==> config.mk <==
export PLATFORM = sky130hd
export DESIGN_NAME = usb_rx_top
export DESIGN_NICKNAME = d
export VERILOG_FILES = /design/src/design/usb_rx_pkg.sv /design/src/design/usb_packet_decoder.sv /design/src/design/usb_token_filter.sv /design/src/design/usb_packet_buffer.sv /design/src/design/usb_rx_csr.sv /design/src/design/usb_rx_top.sv
export SDC_FILE = /design/constraint.sdc
export NUM_CORES = 1
export LEC_CHECK = 0
export ABC_AREA = 1
export BUFFER_PORTS_ARGS = -buffer_cell sky130_fd_sc_hd__buf_2
export CAP_MARGIN = 20
export CELL_PAD_IN_SITES_DETAIL_PLACEMENT = 1
export CELL_PAD_IN_SITES_GLOBAL_PLACEMENT = 2
export CORE_ASPECT_RATIO = 0.8
export CORE_UTILIZATION = 44
export CTS_CLUSTER_DIAMETER = 120
export DETAILED_ROUTE_END_ITERATION = 12
export PLACE_DENSITY_LB_ADDON = 0.1
export SYNTH_ARGS = -nofsm -noshare
export SYNTH_HDL_FRONTEND = slang
export SYNTH_HIERARCHICAL = 1
export SYNTH_SLANG_ARGS = --single-unit
==> constraint.sdc <==
create_clock -name clock -period 6.4 [get_ports clock]
set_input_delay 0.32 -clock clock [delete_from_list [all_inputs] [get_ports clock]]
set_output_delay 0.32 -clock clock [all_outputs]
set_load 0.01 [all_outputs]
==> src/design/usb_rx_pkg.sv <==
package usb_rx_pkg;

  // PID codes as they appear in the low nibble of the PID byte
  typedef enum logic [3:0] {
    PID_OUT   = 4'b0001,
    PID_IN    = 4'b1001,
    PID_SOF   = 4'b0101,
    PID_SETUP = 4'b1101,
    PID_DATA0 = 4'b0011,
    PID_DATA1 = 4'b1011,
    PID_DATA2 = 4'b0111,
    PID_MDATA = 4'b1111,
    PID_ACK   = 4'b0010,
    PID_NAK   = 4'b1010,
    PID_STALL = 4'b1110,
    PID_NYET  = 4'b0110,
    PID_PING  = 4'b0100
  } pid_e;

  // The 11 bits after a token PID, address/endpoint or SOF frame number
  typedef union packed {
    struct packed {
      logic [3:0] endp;
      logic [6:0] addr;
    } tok;
    logic [10:0] frame;
  } token_field_u;

  typedef struct packed {
    pid_e         pid;
    token_field_u field;
  } token_s;

  typedef struct packed {
    logic       valid;
    logic       last;
    logic [7:0] data;
  } rx_stream_s;

  typedef struct packed {
    logic strobe;
    logic crc_ok;
    pid_e pid;
  } data_end_s;

  localparam int axil_addr_w = 4;
  localparam int axil_data_w = 32;

  typedef struct packed {
    logic                     aw_valid;
    logic [axil_addr_w-1:0]   aw_addr;
    logic                     w_valid;
    logic [axil_data_w-1:0]   w_data;
    logic [axil_data_w/8-1:0] w_strb;
    logic                     b_ready;
    logic                     ar_valid;
    logic [axil_addr_w-1:0]   ar_addr;
    logic                     r_ready;
  } axil_req_s;

  typedef struct packed {
    logic                   aw_ready;
    logic                   w_ready;
    logic                   b_valid;
    logic [1:0]             b_resp;
    logic                   ar_ready;
    logic                   r_valid;
    logic [axil_data_w-1:0] r_data;
    logic [1:0]             r_resp;
  } axil_rsp_s;

  // Register map
  localparam logic [axil_addr_w-1:0] reg_dev_addr = 4'h0;
  localparam logic [axil_addr_w-1:0] reg_frame    = 4'h4;
  localparam logic [axil_addr_w-1:0] reg_crc_err  = 4'h8;
  localparam logic [axil_addr_w-1:0] reg_pkt_stat = 4'hc;

  // Payload buffer size in bytes
  localparam int buf_depth  = 64;
  localparam int buf_addr_w = $clog2(buf_depth);

  localparam logic [4:0]  crc5_init      = 5'h1f;
  localparam logic [15:0] crc16_init     = 16'hffff;
  localparam logic [15:0] crc16_residue  = 16'h800d;

  // One-hot decoder states
  localparam logic [6:0] st_idle     = 7'h01;
  localparam logic [6:0] st_sof      = 7'h02;
  localparam logic [6:0] st_sof_chk  = 7'h04;
  localparam logic [6:0] st_token    = 7'h08;
  localparam logic [6:0] st_tok_chk  = 7'h10;
  localparam logic [6:0] st_data     = 7'h20;
  localparam logic [6:0] st_data_chk = 7'h40;

  // Serial CRC5 over the token field, bit 0 first, poly x^5 + x^2 + 1
  function automatic logic [4:0] crc5(logic [4:0] crc, logic [10:0] d);
    logic [4:0] c;
    logic       fb;
    c = crc;
    for (int i = 0; i < 11; i++) begin
      fb = c[4] ^ d[i];
      c = {c[3:0], 1'b0};
      if (fb) begin
        c = c ^ 5'h05;
      end
    end
    return c;
  endfunction

  // Serial CRC16 over one byte, bit 0 first, poly 0x8005
  function automatic logic [15:0] crc16(logic [15:0] crc, logic [7:0] d);
    logic [15:0] c;
    logic        fb;
    c = crc;
    for (int i = 0; i < 8; i++) begin
      fb = c[15] ^ d[i];
      c = {c[14:0], 1'b0};
      if (fb) begin
        c = c ^ 16'h8005;
      end
    end
    return c;
  endfunction

endpackage

==> src/design/usb_packet_decoder.sv <==
`timescale 1ns/1ps

module usb_packet_decoder (
  input  logic                   clock,
  input  logic                   reset,
  input  usb_rx_pkg::rx_stream_s rx_i,
  output usb_rx_pkg::token_s     tok_o,
  output logic                   tok_valid_o,
  output logic                   sof_valid_o,
  output logic                   crc_err_o,
  output usb_rx_pkg::rx_stream_s pay_o,
  output usb_rx_pkg::data_end_s  data_end_o,
  output logic                   hsk_valid_o,
  output usb_rx_pkg::pid_e       hsk_pid_o
);

  import usb_rx_pkg::*;

  logic [6:0]   state;
  logic [1:0]   cnt;
  logic [7:0]   buf0;
  logic [7:0]   buf1;
  pid_e         pid_q;
  token_field_u field_q;
  logic [4:0]   crc5_rx_q;
  logic [15:0]  crc16_q;
  logic [15:0]  crc16_next;
  logic [4:0]   crc5_calc;
  logic [4:0]   crc5_exp;
  logic         crc5_ok;
  logic         crc16_ok;
  logic [3:0]   pid_raw;
  logic         pid_ok;
  logic         is_sof;
  logic         is_tok;
  logic         is_data;
  logic         is_hsk;
  logic         data_last;
  logic         tok_valid_q;
  logic         sof_valid_q;
  logic         crc_err_q;
  logic         hsk_valid_q;
  rx_stream_s   pay_q;
  data_end_s    data_end_q;

  // PID byte carries its own complement in the upper nibble
  assign pid_raw = rx_i.data[3:0];
  assign pid_ok  = pid_raw == ~rx_i.data[7:4];
  assign is_sof  = pid_raw == PID_SOF;
  assign is_tok  = (pid_raw[1:0] == 2'b01 && !is_sof) || pid_raw == PID_PING;
  assign is_data = pid_raw[1:0] == 2'b11;
  assign is_hsk  = pid_raw[1:0] == 2'b10;

  assign crc16_next = crc16(crc16_q, rx_i.data);
  assign crc16_ok   = crc16_next == crc16_residue;
  assign data_last  = state == st_data && rx_i.valid && rx_i.last;

  // The CRC5 goes out inverted and MSB first, so flip both ways for the compare
  always_comb begin
    crc5_calc = crc5(crc5_init, field_q.frame);
    for (int i = 0; i < 5; i++) begin
      crc5_exp[i] = ~crc5_calc[4-i];
    end
  end

  assign crc5_ok = crc5_rx_q == crc5_exp;

  always_ff @(posedge clock) begin
    if (reset) begin
      state <= st_idle;
    end else begin
      case (state)
        st_idle: begin
          if (rx_i.valid && pid_ok && !rx_i.last) begin
            if (is_sof) begin
              state <= st_sof;
            end else if (is_tok) begin
              state <= st_token;
            end else if (is_data) begin
              state <= st_data;
            end
          end
        end
        // Tokens and SOF are exactly two bytes after the PID
        st_sof: begin
          if (rx_i.valid && rx_i.last) begin
            state <= (cnt == 2'd1) ? st_sof_chk : st_idle;
          end
        end
        st_token: begin
          if (rx_i.valid && rx_i.last) begin
            state <= (cnt == 2'd1) ? st_tok_chk : st_idle;
          end
        end
        st_data: begin
          if (rx_i.valid && rx_i.last) begin
            state <= st_data_chk;
          end
        end
        default: state <= st_idle;
      endcase
    end
  end

  // Bytes taken since the PID, saturating at two
  always_ff @(posedge clock) begin
    if (reset) begin
      cnt <= 2'd0;
    end else if (state == st_idle) begin
      cnt <= 2'd0;
    end else if (rx_i.valid && cnt != 2'd2) begin
      cnt <= cnt + 2'd1;
    end
  end

  always_ff @(posedge clock) begin
    if (rx_i.valid) begin
      buf1 <= buf0;
      buf0 <= rx_i.data;
    end
    if (state == st_idle && rx_i.valid && pid_ok) begin
      pid_q   <= pid_e'(pid_raw);
      crc16_q <= crc16_init;
    end
    if (state == st_data && rx_i.valid) begin
      crc16_q <= crc16_next;
    end
    if ((state == st_sof || state == st_token) && rx_i.valid) begin
      if (cnt == 2'd0) begin
        field_q.frame[7:0] <= rx_i.data;
      end else begin
        field_q.frame[10:8] <= rx_i.data[2:0];
        crc5_rx_q           <= rx_i.data[7:3];
      end
    end
  end

  always_ff @(posedge clock) begin
    if (reset) begin
      tok_valid_q <= 1'b0;
      sof_valid_q <= 1'b0;
      crc_err_q   <= 1'b0;
      hsk_valid_q <= 1'b0;
      pay_q       <= '0;
      data_end_q  <= '0;
    end else begin
      tok_valid_q <= state == st_tok_chk && crc5_ok;
      sof_valid_q <= state == st_sof_chk && crc5_ok;
      crc_err_q   <= ((state == st_tok_chk || state == st_sof_chk) && !crc5_ok) ||
                     (data_last && !crc16_ok);
      hsk_valid_q <= state == st_idle && rx_i.valid && pid_ok && is_hsk;
      // Payload lags two bytes behind, which leaves the CRC bytes out
      pay_q.valid <= state == st_data && rx_i.valid && cnt == 2'd2;
      pay_q.last  <= rx_i.last;
      pay_q.data  <= buf1;
      data_end_q.strobe <= data_last;
      data_end_q.crc_ok <= crc16_ok && cnt != 2'd0;
      data_end_q.pid    <= pid_q;
    end
  end

  assign tok_o       = '{pid: pid_q, field: field_q};
  assign tok_valid_o = tok_valid_q;
  assign sof_valid_o = sof_valid_q;
  assign crc_err_o   = crc_err_q;
  assign pay_o       = pay_q;
  assign data_end_o  = data_end_q;
  assign hsk_valid_o = hsk_valid_q;
  assign hsk_pid_o   = pid_q;

endmodule

==> src/design/usb_token_filter.sv <==
`timescale 1ns/1ps

module usb_token_filter (
  input  logic               clock,
  input  logic               reset,
  input  logic [6:0]         dev_addr_i,
  input  usb_rx_pkg::token_s tok_i,
  input  logic               tok_valid_i,
  input  logic               sof_valid_i,
  output usb_rx_pkg::token_s tok_o,
  output logic               tok_valid_o,
  output logic [10:0]        frame_o
);

  import usb_rx_pkg::*;

  token_s      tok_q;
  logic        tok_valid_q;
  logic [10:0] frame_q;
  logic        addr_match;

  assign addr_match = tok_i.field.tok.addr == dev_addr_i;

  // Only tokens for this device are passed on
  always_ff @(posedge clock) begin
    if (tok_valid_i && addr_match) begin
      tok_q <= tok_i;
    end
  end

  always_ff @(posedge clock) begin
    if (reset) begin
      tok_valid_q <= 1'b0;
      frame_q     <= 11'd0;
    end else begin
      tok_valid_q <= tok_valid_i && addr_match;
      // Same field, read as a frame number on SOF
      if (sof_valid_i) begin
        frame_q <= tok_i.field.frame;
      end
    end
  end

  assign tok_o       = tok_q;
  assign tok_valid_o = tok_valid_q;
  assign frame_o     = frame_q;

endmodule

==> src/design/usb_packet_buffer.sv <==
`timescale 1ns/1ps

module usb_packet_buffer (
  input  logic                   clock,
  input  logic                   reset,
  input  usb_rx_pkg::rx_stream_s pay_i,
  input  usb_rx_pkg::data_end_s  data_end_i,
  output usb_rx_pkg::rx_stream_s data_o,
  input  logic                   data_ready_i,
  output logic                   pkt_commit_o,
  output logic                   pkt_drop_o
);

  import usb_rx_pkg::*;

  // Each entry holds the last flag above the data byte
  logic [8:0]            mem [buf_depth];
  logic [8:0]            rd_word;
  logic [buf_addr_w:0]   rd_ptr;
  logic [buf_addr_w:0]   wr_commit;
  logic [buf_addr_w:0]   wr_spec;
  logic [buf_addr_w:0]   wr_next;
  logic                  full;
  logic                  wr_en;
  logic                  ovf_q;
  logic                  ovf_next;
  logic                  commit_q;
  logic                  drop_q;

  assign full     = (wr_spec - rd_ptr) == (buf_addr_w + 1)'(buf_depth);
  assign wr_en    = pay_i.valid && !full && !ovf_q;
  assign ovf_next = ovf_q || (pay_i.valid && full);
  assign wr_next  = wr_spec + (buf_addr_w + 1)'(wr_en);

  always_ff @(posedge clock) begin
    if (wr_en) begin
      mem[wr_spec[buf_addr_w-1:0]] <= {pay_i.last, pay_i.data};
    end
  end

  always_ff @(posedge clock) begin
    if (reset) begin
      rd_ptr    <= '0;
      wr_commit <= '0;
      wr_spec   <= '0;
      ovf_q     <= 1'b0;
      commit_q  <= 1'b0;
      drop_q    <= 1'b0;
    end else begin
      commit_q <= 1'b0;
      drop_q   <= 1'b0;
      if (data_end_i.strobe) begin
        ovf_q <= 1'b0;
        // The final byte may land on the same clock as the end marker
        if (data_end_i.crc_ok && !ovf_next) begin
          wr_commit <= wr_next;
          wr_spec   <= wr_next;
          commit_q  <= 1'b1;
        end else begin
          wr_spec <= wr_commit;
          drop_q  <= 1'b1;
        end
      end else begin
        ovf_q   <= ovf_next;
        wr_spec <= wr_next;
      end
      if (data_o.valid && data_ready_i) begin
        rd_ptr <= rd_ptr + 1'b1;
      end
    end
  end

  // Only committed bytes are visible downstream
  assign rd_word      = mem[rd_ptr[buf_addr_w-1:0]];
  assign data_o       = '{valid: rd_ptr != wr_commit, last: rd_word[8], data: rd_word[7:0]};
  assign pkt_commit_o = commit_q;
  assign pkt_drop_o   = drop_q;

endmodule

==> src/design/usb_rx_csr.sv <==
`timescale 1ns/1ps

module usb_rx_csr (
  input  logic                  clock,
  input  logic                  reset,
  input  usb_rx_pkg::axil_req_s axil_i,
  output usb_rx_pkg::axil_rsp_s axil_o,
  input  logic [10:0]           frame_i,
  input  logic                  crc_err_i,
  input  logic                  pkt_commit_i,
  input  logic                  pkt_drop_i,
  output logic [6:0]            dev_addr_o
);

  import usb_rx_pkg::*;

  logic                   wr_ready_q;
  logic                   wr_fire;
  logic                   b_valid_q;
  logic                   ar_ready_q;
  logic                   rd_fire;
  logic                   r_valid_q;
  logic [axil_data_w-1:0] r_data_q;
  logic [axil_data_w-1:0] rd_mux;
  logic [6:0]             dev_addr_q;
  logic [15:0]            crc_cnt;
  logic [15:0]            commit_cnt;
  logic [15:0]            drop_cnt;

  function automatic logic [15:0] sat_inc(logic [15:0] v);
    return (v == 16'hffff) ? v : v + 16'd1;
  endfunction

  assign wr_fire = wr_ready_q && axil_i.aw_valid && axil_i.w_valid;
  assign rd_fire = ar_ready_q && axil_i.ar_valid;

  // Handshake side, one transaction in flight per direction
  always_ff @(posedge clock) begin
    if (reset) begin
      wr_ready_q <= 1'b0;
      b_valid_q  <= 1'b0;
      ar_ready_q <= 1'b0;
      r_valid_q  <= 1'b0;
    end else begin
      wr_ready_q <= axil_i.aw_valid && axil_i.w_valid && !wr_ready_q && !b_valid_q;
      if (wr_fire) begin
        b_valid_q <= 1'b1;
      end else if (axil_i.b_ready) begin
        b_valid_q <= 1'b0;
      end
      ar_ready_q <= axil_i.ar_valid && !ar_ready_q && !r_valid_q;
      if (rd_fire) begin
        r_valid_q <= 1'b1;
      end else if (axil_i.r_ready) begin
        r_valid_q <= 1'b0;
      end
    end
  end

  always_ff @(posedge clock) begin
    if (rd_fire) begin
      r_data_q <= rd_mux;
    end
  end

  always_comb begin
    case (axil_i.ar_addr)
      reg_dev_addr: rd_mux = {25'd0, dev_addr_q};
      reg_frame:    rd_mux = {21'd0, frame_i};
      reg_crc_err:  rd_mux = {16'd0, crc_cnt};
      reg_pkt_stat: rd_mux = {drop_cnt, commit_cnt};
      default:      rd_mux = '0;
    endcase
  end

  always_ff @(posedge clock) begin
    if (reset) begin
      dev_addr_q <= 7'd0;
      crc_cnt    <= 16'd0;
      commit_cnt <= 16'd0;
      drop_cnt   <= 16'd0;
    end else begin
      if (wr_fire && axil_i.aw_addr == reg_dev_addr && axil_i.w_strb[0]) begin
        dev_addr_q <= axil_i.w_data[6:0];
      end
      // Any write to CRC_ERR clears the count
      if (wr_fire && axil_i.aw_addr == reg_crc_err) begin
        crc_cnt <= 16'd0;
      end else if (crc_err_i) begin
        crc_cnt <= sat_inc(crc_cnt);
      end
      if (pkt_commit_i) begin
        commit_cnt <= sat_inc(commit_cnt);
      end
      if (pkt_drop_i) begin
        drop_cnt <= sat_inc(drop_cnt);
      end
    end
  end

  always_comb begin
    axil_o          = '0;
    axil_o.aw_ready = wr_ready_q;
    axil_o.w_ready  = wr_ready_q;
    axil_o.b_valid  = b_valid_q;
    axil_o.b_resp   = 2'b00;
    axil_o.ar_ready = ar_ready_q;
    axil_o.r_valid  = r_valid_q;
    axil_o.r_data   = r_data_q;
    axil_o.r_resp   = 2'b00;
  end

  assign dev_addr_o = dev_addr_q;

endmodule

==> src/design/usb_rx_top.sv <==
`timescale 1ns/1ps

module usb_rx_top (
  input  logic                   clock,
  input  logic                   reset,
  input  usb_rx_pkg::rx_stream_s rx_i,
  output usb_rx_pkg::rx_stream_s data_o,
  input  logic                   data_ready_i,
  output usb_rx_pkg::token_s     tok_o,
  output logic                   tok_valid_o,
  output logic                   hsk_valid_o,
  output usb_rx_pkg::pid_e       hsk_pid_o,
  input  usb_rx_pkg::axil_req_s  axil_i,
  output usb_rx_pkg::axil_rsp_s  axil_o
);

  import usb_rx_pkg::*;

  token_s      tok;
  logic        tok_valid;
  logic        sof_valid;
  logic        crc_err;
  rx_stream_s  pay;
  data_end_s   data_end;
  logic [6:0]  dev_addr;
  logic [10:0] frame;
  logic        pkt_commit;
  logic        pkt_drop;

  usb_packet_decoder i_decoder (
    .clock       (clock),
    .reset       (reset),
    .rx_i        (rx_i),
    .tok_o       (tok),
    .tok_valid_o (tok_valid),
    .sof_valid_o (sof_valid),
    .crc_err_o   (crc_err),
    .pay_o       (pay),
    .data_end_o  (data_end),
    .hsk_valid_o (hsk_valid_o),
    .hsk_pid_o   (hsk_pid_o)
  );

  usb_token_filter i_filter (
    .clock       (clock),
    .reset       (reset),
    .dev_addr_i  (dev_addr),
    .tok_i       (tok),
    .tok_valid_i (tok_valid),
    .sof_valid_i (sof_valid),
    .tok_o       (tok_o),
    .tok_valid_o (tok_valid_o),
    .frame_o     (frame)
  );

  usb_packet_buffer i_buffer (
    .clock        (clock),
    .reset        (reset),
    .pay_i        (pay),
    .data_end_i   (data_end),
    .data_o       (data_o),
    .data_ready_i (data_ready_i),
    .pkt_commit_o (pkt_commit),
    .pkt_drop_o   (pkt_drop)
  );

  usb_rx_csr i_csr (
    .clock        (clock),
    .reset        (reset),
    .axil_i       (axil_i),
    .axil_o       (axil_o),
    .frame_i      (frame),
    .crc_err_i    (crc_err),
    .pkt_commit_i (pkt_commit),
    .pkt_drop_i   (pkt_drop),
    .dev_addr_o   (dev_addr)
  );

endmodule

Yosys cells after proc, flatten, opt, wreduce, memory -nomap -nowiden
Memory sizes are Yosys's and may differ from the RTL's. A register that Yosys moved wholly into a read port is not among the register bits.
Index checks and enable logic that the tools add are counted.

cells by class
  $add $sub $neg = 7
  eq/ne operators = 32
  bitwise gates (word level) = 47
  reductions and logical operators = 67
  multiplexer cells = 44

operator list
  cell                   count
  $mux 16                10
  $pmux 32 s4            1
  $eq 16x16->1 const B   4
  $mux 7                 9
  $add 16x1->16 const B  3
  $mux 3                 12
  $logic_and 1x1->1      34
  $pmux 7 s4             1
  $not 3->3              8
  $not 2->2              10
  $xor 1x1->1            16
  $eq 4x3->1 const B     3
  $eq 4x4->1 const B     3
  $mux 6                 2
  $logic_not 1->1        11
  $not 1->1              10
  $reduce_and 2->1       5
  $logic_not 4->1        2
  $mux 1                 8
  $ne 2x1->1 const B     4
  $reduce_bool 2->1      4
  $reduce_or 2->1        4
  $add 7x1->7            1
  $add 7x1->7 const B    1
  other kinds (23)       31

storage, ports and cells
  bits in registers = 219
  input port bits = 62
  memories kept = 1
  logic and storage cells = 235
  output and inout port bits = 72
  RAM bits = 576

memories
  memory        depth  width  rd ports  clocked after memory_dff  write ports  RTL line                 source
  i_buffer.mem  64     9      1         1                         1            usb_packet_buffer.sv:17  logic [8:0] mem [buf_depth];

Depth between registers and ports, before layout
  word-level depth = 26
  gate-level depth with buffers = 18

Cells and area by module
Netlist, hierarchy kept.

modules (own cells, without submodules)
  module              area each (um^2)  instances  cells an instance  sequential area each (um^2)
  usb_packet_buffer   24458.5           1          2061               17897.2
  usb_rx_csr          4727.0            1          648                2142.1
  usb_packet_decoder  3677.3            1          371                2142.1
  usb_token_filter    1083.5            1          104                690.7

Least setup slack after synthesis
Ideal clock, no wire load.

  path type = flip-flop to flip-flop
  start = register i_buffer.rd_ptr[3]
  end = memory i_buffer.mem[0][0] (enable)
  data arrival time = 2.166 ns
  slack = 3.859 ns
  stages on the path, launching flop included = 10
  path buffers = 0
  setup time = 0.374 ns
  cell sequence = dfxtp_1 -> inv_1 -> ha_1 -> nor2_1 -> nand2_1 -> a21oi_1 -> nor2_1 -> a21oi_2 -> nand4_1 -> nor2_1

on the way
  longest elaborated chain between the ends = 7

ends and longest elaborated chain
  what                             RTL line                 source
  start, declared                  usb_packet_buffer.sv:19  logic [buf_addr_w:0] rd_ptr;
  start signal, assigned           usb_packet_buffer.sv:68  rd_ptr <= rd_ptr + 1'b1;
  $sub 7x7->7                      usb_packet_buffer.sv:30  assign full = (wr_spec - rd_ptr) == (buf_addr_w + 1)'(buf_depth);
  $eq 7x7->1                       usb_packet_buffer.sv:30
  $logic_not 1->1                  usb_packet_buffer.sv:31  assign wr_en = pay_i.valid && !full && !ovf_q;
  $logic_and 1x1->1 (2 in series)  usb_packet_buffer.sv:31
  $mux 1                           usb_packet_buffer.sv:36  if (wr_en) begin
  $mux 1 (implied by the code)     usb_packet_buffer.sv:37  mem[wr_spec[buf_addr_w-1:0]] <= {pay_i.last, pay_i.data};
  end, declared                    usb_packet_buffer.sv:17

No other way between the ends.

==> impl_results.md <==
- Global placer's final weighted congestion: 0.836
- Final std cell area, no fill: 38000 sq um
- Post-CTS Setup Repair Bufs: 0
- Maximum number of pins on one net before global-route repair: 209
- Setup repair after global routing missed its margin: no
- Die Ht: 250 microns
- Largest fanout of any net on the critical path: 107
- Final ANT Viol Nets: 0
- Ratio of final minimum period to clock period: 70.9%
- Number of slew-limit violations in the final report: 0
- Total clock buffers created by CTS: 84
- Net total in the final layout: 3328
- Endpoint of the most critical setup path: data_o[2]
- Most repeated library cell on the critical path: nand2_1
- Worst-skew pair later-pin latency: 650 ps
- TritonCTS clock tree: built
- WHS: 50.9 ps
- Synthesis warning total: 6
- Clock tree buffer depth: 3
- Seq pwr share: 49.7%
- Wirelength, routed: 96800 microns
- Worst setup EP type: output port
- Overall routing resource usage: 24.8%
- Root buffer selected by CTS: clkbuf_16
- Final setup TNS: 0 ps
- Via count of the first global-routing pass: 24600
- Share of final-layout standard cells stronger than drive strength 1: 10.7%
- Via total after detailed routing: 23900
- Combinational group share of total power: 8.6%
- Cell with the biggest individual delay on the critical path: dfxtp_4
- Cell Int Power: 8.79 mW
- Endpoint arrival time on the critical path: 4220 ps
- Power density over cell area: 304 nW/um^2
- Mean area per synthesized cell: 10.7 sq um
- IO buf count: 101
- Number of gates on the worst path with buffers counted: 11
- Worst r2r src: i_buffer/wr_spec[3]
- Cell-by-cell trace of the critical path: clkinv_2 > buf_12 > o21ai_0 > o22ai_1 > nand2_1 > nand2_1 > nand2_1 > nand3_1 > nand3_1 > nand2_1 > buf_2
- Result of the run: complete, no violations
- Post-Syn Area: 33800 sq um
- Die footprint: 78000 sq um
- Cell area after placement: 35200 sq um
- Commonest non-fill, non-tap cell in the layout: edfxtp_1
- Classification of the worst-slack hold path: in2reg
- Iteration count of the initial detailed-routing pass: 7
- Synth Instances: 3172
- Area overhead of the layout relative to synthesis: 12.4%
- Number of buffers and inverters on the critical path: 3
- Total congestion overflow: 0
- Average via count per standard cell: 5.52
- Top-level port count: 134
- Number of sinks on the clock net: 801
- Layout Skew: 28.6 ps
- Switch Pwr: 2.79 mW
- Area inside the core boundary: 75800 sq um
- Average wire per cell in the routed design: 22.4 microns
- Fmax achieved: 220 MHz
- Reg-to-reg slack, setup: 2210 ps
- Net switching share of the total power: 24.1%
- Highest-count cells in the layout ignoring fill and taps: edfxtp_1, nand2_1, nor2_1
- Kind of critical path: reg2out
- CTS clock-pin slew for the worst setup and hold paths: 60 ps
- Transition at the pin with the smallest max-transition slack: 1110 ps
- Clock network fraction of design power: 41.7%
- Initial standard-cell utilization of the core: 44.6%
- Final setup violation count: 0
- Logic depth of the worst register-to-register path: 8
- Number of hold-slack violations in the final timing report: 0
- Worst rel slew slack: 25.8%
- Max-cap violations: 0
- Worst IR Drop VDD: 0.262 mV
- Final HPWL DP: 60000 microns
- Post-route DRC violation count: 0
- Min Clock Period, post-route: 4540 ps
- Crit path required time: 6080 ps
- Number of cell rows: 90
- CP delay by family, top: buffers and inverters
- Leakage power: 13.6 nW
- Reg2Reg Capture Point: i_buffer/mem[20][6]
- Initial drt markers: 1620
- Max H-tree Level: 3
- First-pass GRT wire length: 147000 microns
- Number of antenna violations at the first check in global routing: 3
- Horiz. Die Dim: 312 microns
- Number of instances on the worst hold path: 1
- Overall power of the completed layout: 11.6 mW
- Maximum cell stage delay along the critical path: 910 ps
- Kind of launch point of the worst setup path: register
[final cells by class]
type / count / area [sq um]
flip-flops and latches: 801 / 22800
fillers: 8094 / 37700
well taps: 1012 / 1270
clock buffers: 114 / 2310
repair buffers: 140 / 921
clock inverters: 35 / 380
multi-input cells: 2030 / 9610
inverters: 194 / 739
diodes: 1 / 2.50
[metrics by stage]
| stage | util (%) | worst slack (ps) | instances |
|---|---|---|---|
| 6_report | 50.2 | 1860 | 4327 |
| 5_1_grt | 50.2 | 1610 | 4326 |
| 4_1_cts | 50.2 | 1810 | 4325 |
| 3_5_place_dp | 46.4 | 2180 | 4160 |
| 3_3_place_gp | 46.4 | 2320 | 4159 |
| 2_1_floorplan | - | 3860 | 3175 |
[power by group through the flow]
stage | combinational, mW | clock [mW] | sequential, mW
after global placement | 0.929 | 0 | 5.87
after CTS | 0.992 | 4.94 | 5.76
after global routing | 1.10 | 5.11 | 5.76
after detailed placement | 0.979 | 0 | 5.87
after floorplan | 0.649 | 0 | 5.86
final | 0.991 | 4.83 | 5.76
[per-layer routing]
layer | part of all wire [%] | GRT usage [%]
met3 | 4.9 | 3.66
met1 | 48 | 36.4
met5 | 0.020 | 0
met4 | 1.9 | 6.40
met2 | 45 | 38.4
[worst min-delay path by stage]
stage	from	endpoint
2_1_floorplan	reset	i_buffer/rd_ptr[6]
3_3_place_gp	i_decoder/buf0[0]	i_decoder/buf1[0]
3_5_place_dp	i_decoder/buf0[7]	i_decoder/buf1[7]
4_1_cts	rx_i[4]	i_decoder/field_q[4]
5_1_grt	rx_i[4]	i_decoder/field_q[4]
6_report	rx_i[4]	i_decoder/field_q[4]
[state kept, by name (all words and copies together) (netlist names), 7 cells and up, named ones only]
signal / cells
i_filter/tok_o: 15
i_decoder/crc16_q: 16
i_buffer/rd_ptr: 7
i_buffer/mem: 576
i_decoder/pay_o: 10
i_csr/crc_cnt: 16
i_decoder/buf0: 8
i_decoder/state: 7
i_decoder/field_q: 11
i_buffer/wr_spec: 7
i_csr/dev_addr_o: 7
i_decoder/buf1: 8
i_filter/frame_o: 11
i_buffer/wr_commit: 7
i_csr/drop_cnt: 16
i_csr/commit_cnt: 16
i_csr/r_data_q: 32
[timing repair]
action / CTS / global route
resized for setup: 0 / 0
hold buffers: 16 / 0
hold endpoints to repair: 19 / 0
No activity file was read; power rests on OpenSTA's default activity.
